==> config.mk <==
export PLATFORM = sky130hd
export DESIGN_NAME = trs_io_top
export DESIGN_NICKNAME = d
export VERILOG_FILES = /design/src/hdl/esp_cmd_pkg.sv /design/src/hdl/trs_bus_pkg.sv /design/src/hdl/cmd_parser.sv /design/src/hdl/edge_sync.sv /design/src/hdl/esp_handshake.sv /design/src/hdl/esp_registers.sv /design/src/hdl/port_decoder.sv /design/src/hdl/spi_slave.sv /design/src/hdl/trs_io_top.sv
export VERILOG_INCLUDE_DIRS = /design/src /design/src/include
export SDC_FILE = /design/constraint.sdc
export NUM_CORES = 1
export LEC_CHECK = 0
export BUFFER_PORTS_ARGS = -buffer_cell sky130_fd_sc_hd__buf_4
export CORE_ASPECT_RATIO = 1.1
export CORE_MARGIN = 2
export CORE_UTILIZATION = 45
export CTS_CLUSTER_DIAMETER = 200
export DETAILED_ROUTE_END_ITERATION = 10
export HOLD_SLACK_MARGIN = 0.15
export PLACE_DENSITY = 0.76
export SETUP_SLACK_MARGIN = 0.1
export SYNTH_ARGS = -nofsm -noshare
export SYNTH_HDL_FRONTEND = slang
export SYNTH_HIERARCHICAL = 1
export SYNTH_SLANG_ARGS = --single-unit
==> constraint.sdc <==
create_clock -name clk -period 5.6 [get_ports clk]
set_input_delay 0.84 -clock clk [delete_from_list [all_inputs] [get_ports clk]]
set_output_delay 0.84 -clock clk [all_outputs]
set_load 0.02 [all_outputs]
==> src/include/trs_io_params.svh <==
`ifndef TRS_IO_PARAMS_SVH
`define TRS_IO_PARAMS_SVH

// magic byte the ESP reads back to find the card
`define TRS_COOKIE 8'haf

// version byte is {major, minor}
`define TRS_VERSION_MAJOR 3'd0
`define TRS_VERSION_MINOR 5'd3

// clk cycles the request line to the ESP stays high
`define REQ_HOLD_CYCLES 6'd50

// Z80 I/O port map (Model III)
`define PORT_TRS_IO 8'h1f   // trs-io data port
`define PORT_FREHD_HI 4'hc  // frehd covers c0h-cfh
`define PORT_CASS 8'hff     // cassette output latch

`endif

==> src/hdl/esp_cmd_pkg.sv <==
package esp_cmd_pkg;

  // commands the ESP sends over SPI
  typedef enum logic [7:0] {
    cmd_get_cookie  = 8'd0,
    cmd_dbus_read   = 8'd3,
    cmd_dbus_write  = 8'd4,
    cmd_data_ready  = 8'd5,
    cmd_get_version = 8'd15,
    cmd_abus_read   = 8'd18,
    cmd_set_led     = 8'd26,
    cmd_get_config  = 8'd27
  } cmd_code_t;

  // a complete command as handed to the register block
  typedef struct packed {
    cmd_code_t  code;
    logic [7:0] param;  // only valid for commands with a parameter
  } esp_cmd_t;

  // number of parameter bytes following the command byte
  function automatic logic [1:0] param_count(cmd_code_t code);
    case (code)
      cmd_dbus_write,
      cmd_set_led: param_count = 2'd1;
      default:     param_count = 2'd0;
    endcase
  endfunction

endpackage

==> src/hdl/trs_bus_pkg.sv <==
package trs_bus_pkg;

  // SPI pins from the ESP, sampled together
  typedef struct packed {
    logic sck;
    logic cs_n;
    logic mosi;
  } spi_pins_t;

  // strobes that need filtering and edge detection
  typedef struct packed {
    logic io_access;  // any qualified IN or OUT cycle
    logic esp_done;   // ESP finished servicing
  } bus_strobe_t;

  // service code presented to the ESP on esp_s
  typedef enum logic [3:0] {
    svc_trs_io_in  = 4'd0,
    svc_trs_io_out = 4'd1,
    svc_frehd_in   = 4'd2,
    svc_frehd_out  = 4'd3
  } esp_service_t;

endpackage

==> src/hdl/cmd_parser.sv <==
`timescale 1ns/1ns

module cmd_parser import esp_cmd_pkg::*; (
  input  logic       clk,
  input  logic       rst,
  input  logic [7:0] rx_byte,
  input  logic       rx_valid,
  output esp_cmd_t   cmd,
  output logic       cmd_valid
);

  typedef enum logic {
    st_idle,
    st_params
  } state_t;

  state_t     state;
  logic [1:0] remaining;  // parameter bytes still expected
  cmd_code_t  rx_code;
  logic [1:0] rx_params;

  // only the codes this card implements
  function automatic logic known_code(logic [7:0] code);
    case (code)
      cmd_get_cookie,
      cmd_dbus_read,
      cmd_dbus_write,
      cmd_data_ready,
      cmd_get_version,
      cmd_abus_read,
      cmd_set_led,
      cmd_get_config: known_code = 1'b1;
      default:        known_code = 1'b0;
    endcase
  endfunction

  assign rx_code   = cmd_code_t'(rx_byte);
  assign rx_params = param_count(rx_code);

  always_ff @(posedge clk) begin
    if (rst) begin
      state     <= st_idle;
      remaining <= 2'd0;
      cmd_valid <= 1'b0;
    end else begin
      cmd_valid <= 1'b0;
      if (rx_valid) begin
        case (state)
          st_idle: begin
            // unknown codes are dropped silently
            if (known_code(rx_byte)) begin
              cmd.code  <= rx_code;
              remaining <= rx_params;
              if (rx_params == 2'd0)
                cmd_valid <= 1'b1;
              else
                state <= st_params;
            end
          end
          st_params: begin
            cmd.param <= rx_byte;
            remaining <= remaining - 2'd1;
            if (remaining == 2'd1) begin
              cmd_valid <= 1'b1;  // last parameter in
              state     <= st_idle;
            end
          end
          default: state <= st_idle;
        endcase
      end
    end
  end

endmodule

==> src/hdl/edge_sync.sv <==
`timescale 1ns/1ns

module edge_sync #(
  parameter type T = logic
) (
  input  logic clk,
  input  logic rst,
  input  T     in,
  output T     level,
  output T     rise,
  output T     fall
);

  localparam int W = $bits(T);

  logic [W-1:0] s1, s2, s3;  // s1/s2 synchronizer, s3 previous value

  always_ff @(posedge clk) begin
    if (rst) begin
      s1 <= '0;
      s2 <= '0;
      s3 <= '0;
    end else begin
      s1 <= in;
      s2 <= s1;
      s3 <= s2;
    end
  end

  assign level = T'(s2);
  assign rise  = T'(s2 & ~s3);
  assign fall  = T'(~s2 & s3);

endmodule

==> src/hdl/esp_handshake.sv <==
`timescale 1ns/1ns

`include "trs_io_params.svh"

module esp_handshake (
  input  logic clk,
  input  logic rst,
  input  logic esp_start,
  input  logic done_rise,
  output logic req,
  output logic bus_wait   // holds the Z80 until the ESP is done
);

  logic [5:0] hold_cnt;

  always_ff @(posedge clk) begin
    if (rst) begin
      req      <= 1'b0;
      bus_wait <= 1'b0;
      hold_cnt <= 6'd0;
    end else if (esp_start) begin
      req      <= 1'b1;
      bus_wait <= 1'b1;
      hold_cnt <= `REQ_HOLD_CYCLES;
    end else if (done_rise) begin
      // ESP may answer before the pulse ends, drop both
      req      <= 1'b0;
      bus_wait <= 1'b0;
      hold_cnt <= 6'd0;
    end else if (hold_cnt != 6'd0) begin
      hold_cnt <= hold_cnt - 6'd1;
      if (hold_cnt == 6'd1)
        req <= 1'b0;  // end of request pulse
    end
  end

endmodule

==> src/hdl/esp_registers.sv <==
`timescale 1ns/1ns

`include "trs_io_params.svh"

module esp_registers import esp_cmd_pkg::*; (
  input  logic       clk,
  input  logic       rst,
  input  esp_cmd_t   cmd,
  input  logic       cmd_valid,
  input  logic [7:0] d_in,
  input  logic [7:0] a,
  input  logic [3:0] conf,
  input  logic       trs_io_hit,
  output logic [7:0] tx_byte,
  output logic [7:0] trs_data,
  output logic [2:0] led,
  output logic       int_req
);

  always_ff @(posedge clk) begin
    if (rst) begin
      tx_byte  <= 8'h00;
      trs_data <= 8'h00;
      led      <= 3'b000;
      int_req  <= 1'b0;
    end else begin
      // Z80 touched port 1fh, it has seen the data
      if (trs_io_hit)
        int_req <= 1'b0;

      if (cmd_valid) begin
        case (cmd.code)
          cmd_get_cookie:  tx_byte <= `TRS_COOKIE;
          cmd_get_version: tx_byte <= {`TRS_VERSION_MAJOR, `TRS_VERSION_MINOR};
          cmd_dbus_read:   tx_byte <= d_in;      // bus snapshot
          cmd_abus_read:   tx_byte <= a;
          cmd_get_config:  tx_byte <= {4'b0000, conf};
          cmd_dbus_write:  trs_data <= cmd.param;
          cmd_set_led:     led <= cmd.param[2:0];
          cmd_data_ready:  int_req <= 1'b1;      // wins over a same-cycle clear
          default: begin
          end
        endcase
      end
    end
  end

endmodule

==> src/hdl/port_decoder.sv <==
`timescale 1ns/1ns

`include "trs_io_params.svh"

module port_decoder import trs_bus_pkg::*; (
  input  logic         clk,
  input  logic         rst,
  input  logic [7:0]   a,
  input  logic         in_n,
  input  logic         out_n,
  input  logic         ioreq_n,
  input  logic [7:0]   d_in,
  input  logic [7:0]   trs_data,
  input  logic         access_rise,  // filtered edge of access_raw
  output logic         access_raw,
  output logic         esp_start,
  output esp_service_t service,
  output logic         trs_io_hit,
  output logic [7:0]   d_out,
  output logic         drive_en,
  output logic         dir,
  output logic         esp_sel_in,
  output logic [1:0]   cass
);

  logic io_in, io_out;  // active high, qualified with ioreq
  logic trs_io_sel, frehd_sel, cass_sel;
  logic esp_sel_out;

  assign io_in      = ~in_n & ~ioreq_n;
  assign io_out     = ~out_n & ~ioreq_n;
  assign access_raw = io_in | io_out;

  assign trs_io_sel = (a == `PORT_TRS_IO);
  assign frehd_sel  = (a[7:4] == `PORT_FREHD_HI);
  assign cass_sel   = (a == `PORT_CASS);

  assign esp_sel_in  = (trs_io_sel | frehd_sel) & io_in;
  assign esp_sel_out = (trs_io_sel | frehd_sel) & io_out;
  assign esp_start   = access_rise & (esp_sel_in | esp_sel_out);
  assign trs_io_hit  = access_rise & trs_io_sel & access_raw;

  always_comb begin
    if (frehd_sel)
      service = io_out ? svc_frehd_out : svc_frehd_in;
    else
      service = io_out ? svc_trs_io_out : svc_trs_io_in;
  end

  // card only drives the bus on its own IN ports
  assign drive_en = esp_sel_in;
  assign dir      = io_in;  // high = towards the Z80
  assign d_out    = drive_en ? trs_data : 8'h00;

  always_ff @(posedge clk) begin
    if (rst)
      cass <= 2'b00;
    else if (access_rise && cass_sel && io_out)
      cass <= d_in[1:0];
  end

endmodule

==> src/hdl/spi_slave.sv <==
`timescale 1ns/1ns

module spi_slave import trs_bus_pkg::*; (
  input  logic       clk,
  input  logic       rst,
  input  spi_pins_t  pins,       // synchronized levels
  input  spi_pins_t  pins_rise,
  input  spi_pins_t  pins_fall,
  input  logic [7:0] tx_byte,
  output logic [7:0] rx_byte,
  output logic       rx_valid,
  output logic       miso
);

  logic       cs_active;
  logic [2:0] bit_cnt;
  logic [7:0] rx_shift;
  logic [7:0] tx_shift;

  assign cs_active = ~pins.cs_n;

  always_ff @(posedge clk) begin
    if (rst) begin
      bit_cnt  <= 3'd0;
      rx_valid <= 1'b0;
      tx_shift <= 8'h00;
    end else begin
      rx_valid <= 1'b0;
      if (!cs_active) begin
        bit_cnt <= 3'd0;  // realign on every frame
      end else begin
        if (pins_rise.sck) begin
          bit_cnt  <= bit_cnt + 3'd1;
          rx_shift <= {rx_shift[6:0], pins.mosi};  // msb first
          if (bit_cnt == 3'd7)
            rx_valid <= 1'b1;
        end
        if (pins_fall.sck) begin
          if (bit_cnt == 3'd1)
            tx_shift <= tx_byte;  // reply from the previous command
          else
            tx_shift <= {tx_shift[6:0], 1'b0};
        end
      end
    end
  end

  assign rx_byte = rx_shift;
  assign miso    = cs_active ? tx_shift[7] : 1'b0;

endmodule

==> src/hdl/trs_io_top.sv <==
`timescale 1ns/1ns

module trs_io_top import trs_bus_pkg::*, esp_cmd_pkg::*; (
  input  logic       clk,
  input  logic       rst,
  input  logic       sck,
  input  logic       cs_n,
  input  logic       mosi,
  output logic       miso,
  input  logic [7:0] a,
  input  logic [7:0] d_in,
  output logic [7:0] d_out,
  output logic       drive_en,
  output logic       dir,
  input  logic       in_n,
  input  logic       out_n,
  input  logic       ioreq_n,
  input  logic       done,
  output logic       req,
  output logic       bus_wait,
  output logic [3:0] esp_s,
  output logic       esp_sel_in,
  output logic       int_req,
  output logic [2:0] led,
  input  logic [3:0] conf,
  output logic [1:0] cass
);

  spi_pins_t    spi_raw, spi_level, spi_rise, spi_fall;
  bus_strobe_t  bus_raw, bus_rise;
  logic         access_raw;
  logic [7:0]   rx_byte, tx_byte, trs_data;
  logic         rx_valid, cmd_valid, esp_start, trs_io_hit;
  esp_cmd_t     cmd;
  esp_service_t service;

  assign spi_raw = '{sck: sck, cs_n: cs_n, mosi: mosi};
  assign bus_raw = '{io_access: access_raw, esp_done: done};
  assign esp_s   = service;

  edge_sync #(.T(spi_pins_t)) i_spi_sync (
    .clk(clk), .rst(rst), .in(spi_raw), .level(spi_level), .rise(spi_rise), .fall(spi_fall)
  );

  // bus levels are not needed, only the edges
  edge_sync #(.T(bus_strobe_t)) i_bus_sync (
    .clk(clk), .rst(rst), .in(bus_raw), .level(), .rise(bus_rise), .fall()
  );

  spi_slave i_spi_slave (
    .clk(clk), .rst(rst), .pins(spi_level), .pins_rise(spi_rise), .pins_fall(spi_fall),
    .tx_byte(tx_byte), .rx_byte(rx_byte), .rx_valid(rx_valid), .miso(miso)
  );

  cmd_parser i_cmd_parser (
    .clk(clk), .rst(rst), .rx_byte(rx_byte), .rx_valid(rx_valid),
    .cmd(cmd), .cmd_valid(cmd_valid)
  );

  esp_registers i_esp_registers (
    .clk(clk), .rst(rst), .cmd(cmd), .cmd_valid(cmd_valid), .d_in(d_in), .a(a),
    .conf(conf), .trs_io_hit(trs_io_hit), .tx_byte(tx_byte), .trs_data(trs_data),
    .led(led), .int_req(int_req)
  );

  port_decoder i_port_decoder (
    .clk(clk), .rst(rst), .a(a), .in_n(in_n), .out_n(out_n), .ioreq_n(ioreq_n),
    .d_in(d_in), .trs_data(trs_data), .access_rise(bus_rise.io_access),
    .access_raw(access_raw), .esp_start(esp_start), .service(service),
    .trs_io_hit(trs_io_hit), .d_out(d_out), .drive_en(drive_en), .dir(dir),
    .esp_sel_in(esp_sel_in), .cass(cass)
  );

  esp_handshake i_esp_handshake (
    .clk(clk), .rst(rst), .esp_start(esp_start), .done_rise(bus_rise.esp_done),
    .req(req), .bus_wait(bus_wait)
  );

endmodule

* Word level (Yosys, flattened, before mapping)
Memory sizes are Yosys's and may differ from the RTL's. A register that Yosys moved wholly into a read port is not among the register bits. Index checks and enable logic that the tools add are counted.
Storage, ports and cells: register bits 85, memory bits (read-only) 32, input bits 29, word-level logic and storage cells 129, memories kept 1
Operators by class: add/subtract/negate cells 3, eq/ne operators 17, muxes and demuxes 36, bitwise logic cells 24, reduce and logical (&&, ||, !) cells 24
Memories:
- (name not given) | depth 32, bits a word 1, read ports 1, clocked after memory_dff 1, write ports 0, line cmd_parser.sv:24 | case (code)
Operators by type and width (number):
- $eq 8x5->1 const B | 5
- $pmux 8 s5 | 1
- $eq 8x3->1 const B | 3
- $mux 1 | 24
- $mux 6 | 3
- $mux 8 | 2
- $reduce_and 2->1 | 6
- $eq 8x2->1 const B | 1
- $eq 8x4->1 const B | 1
- $eq 8x8->1 const B | 1
- $logic_not 8->1 | 1
- $not 1->1 | 8
- $and 1x1->1 | 7
- $and 3x3->3 | 2
- $eq 6x1->1 const B | 1
- $not 3->3 | 2
- $reduce_and 3->1 | 2
- $reduce_bool 3->1 | 2
- $reduce_bool 6->1 | 1
- $reduce_or 2->1 | 3
- $reduce_or 3->1 | 2
- $sub 6x1->6 const B | 1
- $mux 5 | 1
- $reduce_bool 5->1 | 1
- other kinds (19) | 23

* Depth between registers and ports, before layout
word-level depth 7, gate-level depth with buffers 7, gate-level depth less buffers 7

* Modules after synthesis
Netlist, hierarchy kept.
Modules (own cells, without submodules):
- esp_registers | instances 1, cells an instance 117, area each 1042.2 sq um, sequential area each 400.4 sq um
- cmd_parser | instances 1, cells an instance 60, area each 839.6 sq um, sequential area each 560.5 sq um
- spi_slave | instances 1, cells an instance 63, area each 832.0 sq um, sequential area each 480.5 sq um
- esp_handshake | instances 1, cells an instance 44, area each 392.9 sq um, sequential area each 160.2 sq um
- port_decoder | instances 1, cells an instance 46, area each 310.3 sq um, sequential area each 40.0 sq um
- edge_sync (i_spi_sync) | instances 1, cells an instance 24, area each 274.0 sq um, sequential area each 180.2 sq um
- edge_sync (i_bus_sync) | instances 1, cells an instance 16, area each 182.7 sq um, sequential area each 120.1 sq um

* Least setup slack after synthesis
No wires, ideal clock.
path kind in2out, from input port a[5], to output port esp_sel_in, arrival 2041 ps, data required time 4760 ps, setup slack 2719 ps, cell stages on the path 4, cell sequence nor3_2 -> a31oi_4 -> nor3_1 -> buf_4
Between the ends: longest elaborated chain between the ends 3, elaborated cells between the ends (all ways) 4, classes of those cells 2 x eq/ne; 2 x bitwise
RTL lines:
- start, declared | line trs_io_top.sv:10 | input logic [7:0] a,
- $eq 8x5->1 (no line) or $eq 4x4->1 (tied branches)
- $or 1x1->1 * | line port_decoder.sv:38 | assign esp_sel_in = (trs_io_sel | frehd_sel) & io_in;
- $and 1x1->1 * | line port_decoder.sv:38
- end, declared | line trs_io_top.sv:22 | output logic esp_sel_in,
Mark *: on every way between the ends. The rest lies on a longest branch, timed or not.

* Worst setup path after layout
Ends and elaborated chain as after synthesis.

==> metrics.json <==
{
  "post-layout-total-power": {"value": 0.00126, "unit": "W"},
  "routed_wirelength": {"value": 7250, "unit": "um"},
  "grtUsageMet2": {"value": 26.6, "unit": "%"},
  "number_of_drc_markers_in_iteration_0": {"value": 186},
  "max_slew.worst_pin.slew": {"value": 1.02, "unit": "ns"},
  "port-buffer-count": {"value": 50},
  "cells_on_worst_hold_path": {"value": 0},
  "critical-path-max-stage-delay": {"value": 0.30, "unit": "ns"},
  "powerDensity": {"value": 286, "unit": "nW/um2"},
  "top_level_ports": {"value": 53},
  "timing.max_cap.violations": {"value": 0},
  "hold_path.class": {"value": "reg -> reg"},
  "layout_min_cycle_time": {"value": 2.80, "unit": "ns"},
  "rsz_0062_raised_after_global_routing": {"value": "false"},
  "hold_path_startpoint": {"value": "i_spi_sync/level[0]"},
  "post_dp_cell_area": {"value": 4190, "unit": "um2"},
  "path_class": {"value": "in -> out"},
  "total_die_area": {"value": 9160, "unit": "um2"},
  "worst_r2r_startpoint": {"value": "i_spi_slave/rx_byte[1]"},
  "final_area": {"value": 4400, "unit": "um2"},
  "cts_hold_buf": {"value": 0},
  "initial_util": {"value": 45.7, "unit": "%"},
  "reg2reg_setup_slack": {"value": 3.11, "unit": "ns"},
  "grt_start_max_net_pins": {"value": 66},
  "cts_tree": {"value": "done"},
  "area.growth.synth_to_final": {"value": 16.4, "unit": "%"},
  "worst_reg2reg_path_depth": {"value": 6},
  "ctsResizeCount": {"value": 0},
  "crit_path_frequent_cell": {"value": "sky130_fd_sc_hd__buf_4"},
  "remaining_drc_errors": {"value": 0},
  "post_synth_inst_count": {"value": 360},
  "dr.pass1.iters": {"value": 4},
  "antenna_cells": {"value": 0},
  "setup_ws": {"value": 2.80, "unit": "ns"},
  "synthesis.yosys.warnings": {"value": 6},
  "timing.critical_path.slowest_stage_cell": {"value": "sky130_fd_sc_hd__nor3_1"},
  "cts_buffers": {"value": 9},
  "crit_path_end_kind": {"value": "primary output"},
  "h-tree-depth": {"value": 3},
  "die_w": {"value": 91.4, "unit": "um"},
  "cellLeakagePower": {"value": 1.68, "unit": "nW"},
  "final.setup.tns": {"value": 0, "unit": "ns"},
  "post_cts_buffers": {"value": 0},
  "postRouteAntennaNets": {"value": 0},
  "grt_pass1_wl": {"value": 12000, "unit": "um"},
  "avgRoutedWirePerCell": {"value": 13.9, "unit": "um"},
  "groute.layer.met3.usage": {"value": 3.83, "unit": "%"},
  "global_route.overflow_total": {"value": 0},
  "grt.busiest_layer": {"value": "met2"},
  "first_global_vias": {"value": 2520},
  "start_kind": {"value": "input pin"},
  "final.setup_skew": {"value": 0.0132, "unit": "ns"},
  "clk_pin_slew_worst_paths": {"value": 0.08, "unit": "ns"},
  "hold_viol_final": {"value": 0},
  "worstReg2RegEnd": {"value": "i_cmd_parser/cmd[15]"},
  "routabilityCongestion": {"value": 0.837},
  "placement_rows": {"value": 35},
  "worstPathArrival": {"value": 1.96, "unit": "ns"},
  "ir_worst_vdd": {"value": 118, "unit": "uV"},
  "fin_hold_ws": {"value": 0.412, "unit": "ns"},
  "antenna_found_initial": {"value": 0},
  "max_slew_margin": {"value": 31.7, "unit": "%"},
  "holdPathEnd": {"value": "i_spi_slave/rx_byte[0]"},
  "dr_total_vias": {"value": 2704},
  "design.core.area": {"value": 8280, "unit": "um2"},
  "clk-insertion-delay-late": {"value": 0.35, "unit": "ns"},
  "final_max_slew_viol_count": {"value": 0},
  "grtUsageTotal": {"value": 16.4, "unit": "%"},
  "chipHeight": {"value": 100, "unit": "um"},
  "crit_family": {"value": "simple AND/OR/NAND/NOR gates"},
  "cts_num_sinks": {"value": 83},
  "placement.setup.worst_slack": {"value": 2.81, "unit": "ns"},
  "cp.buffers_inverters": {"value": 2},
  "syn_area": {"value": 3780, "unit": "um2"},
  "cts_root_buffer": {"value": "sky130_fd_sc_hd__clkbuf_8"},
  "path_depth": {"value": 5},
  "startpoint": {"value": "a[5]"},
  "fraction_of_layout_instances_using_a_drive_strength_above_1": {"value": 23.4, "unit": "%"},
  "worstPathCellList": {"value": "buf_4 -> nor3_2 -> a31oi_4 -> nor3_1 -> buf_4"},
  "deepest_clock_path_buffer_count": {"value": 2},
  "maxClockFrequency": {"value": 0.357, "unit": "GHz"},
  "avgSynthCellArea": {"value": 10.5, "unit": "um2"},
  "dpl.hpwl": {"value": 5170, "unit": "um"},
  "nNetsFinal": {"value": 443},
  "grt.met1_usage": {"value": 21.1, "unit": "%"},
  "final_cycle_utilization_of_the_critical_path": {"value": 50.0, "unit": "%"},
  "setup_viol": {"value": 0},
  "status": {"value": "finished, final reports clean"},
  "crit_fanout": {"value": 10},
  "viasPerCell": {"value": 5.19},
  "worst_ep_required_time": {"value": 4.76, "unit": "ns"}
}
cell usage in the layout (no fill, tap or decap), drive strengths merged, types with 11 or more instances in the layout:
master   n
dfxtp   59
buf     51
nor2    47
edfxtp  24
mux2i   22
nor2b   22
nand2   21
inv     20
a21oi   15
nand2b  13
clkbuf  11
nor3    11
a211oi  11
power by group:
| part | internal, W | switching [W] |
|---|---|---|
| Combinational | 0.0000818 | 0.0000776 |
| Sequential | 0.000636 | 0.0000188 |
| Clock | 0.000232 | 0.000213 |
worst max-delay path by stage:
stage | to | slack [ns]
floorplan | esp_sel_in | 2.72
global placement | esp_sel_in | 2.75
detailed placement | esp_sel_in | 2.81
CTS | esp_sel_in | 2.79
global route | esp_sel_in | 2.70
finish | esp_sel_in | 2.80
per-stage QoR:
| step | instances | utilization (%) |
|---|---|---|
| after floorplan | 361 | - |
| after global placement | 505 | 50.6 |
| after detailed placement | 505 | 50.6 |
| after CTS | 521 | 53.1 |
| after global routing | 521 | 53.2 |
| final | 521 | 53.2 |
flip-flops by register name, summed over array words and instances, names as in the netlist, 3 cells and up:
signal                    count
i_cmd_parser/cmd             16
i_esp_registers/trs_data      8
i_esp_registers/tx_byte       8
i_spi_slave/rx_byte           8
i_spi_slave/tx_shift          8
i_esp_handshake/hold_cnt      6
i_esp_registers/led           3
i_spi_slave/bit_cnt           3
i_spi_sync/level              3
i_spi_sync/s1                 3
cell type report:
type	instances	area, um2
Sequential cell	83	1900
Tap cell	111	139
Timing Repair Buffer	51	383
Inverter	17	63.8
Multi-Input combinational cell	243	1710
Clock buffer	11	151
Fill cell	708	3870
Clock inverter	5	57.6
layer usage:
layer  wire length (um)  share of wire [%]
met1               3290                 45
met2               3500                 48
met3                342                4.7
met4                119                1.6
met5                  0                  0
Note: power is estimated with default switching activity, not from simulation.
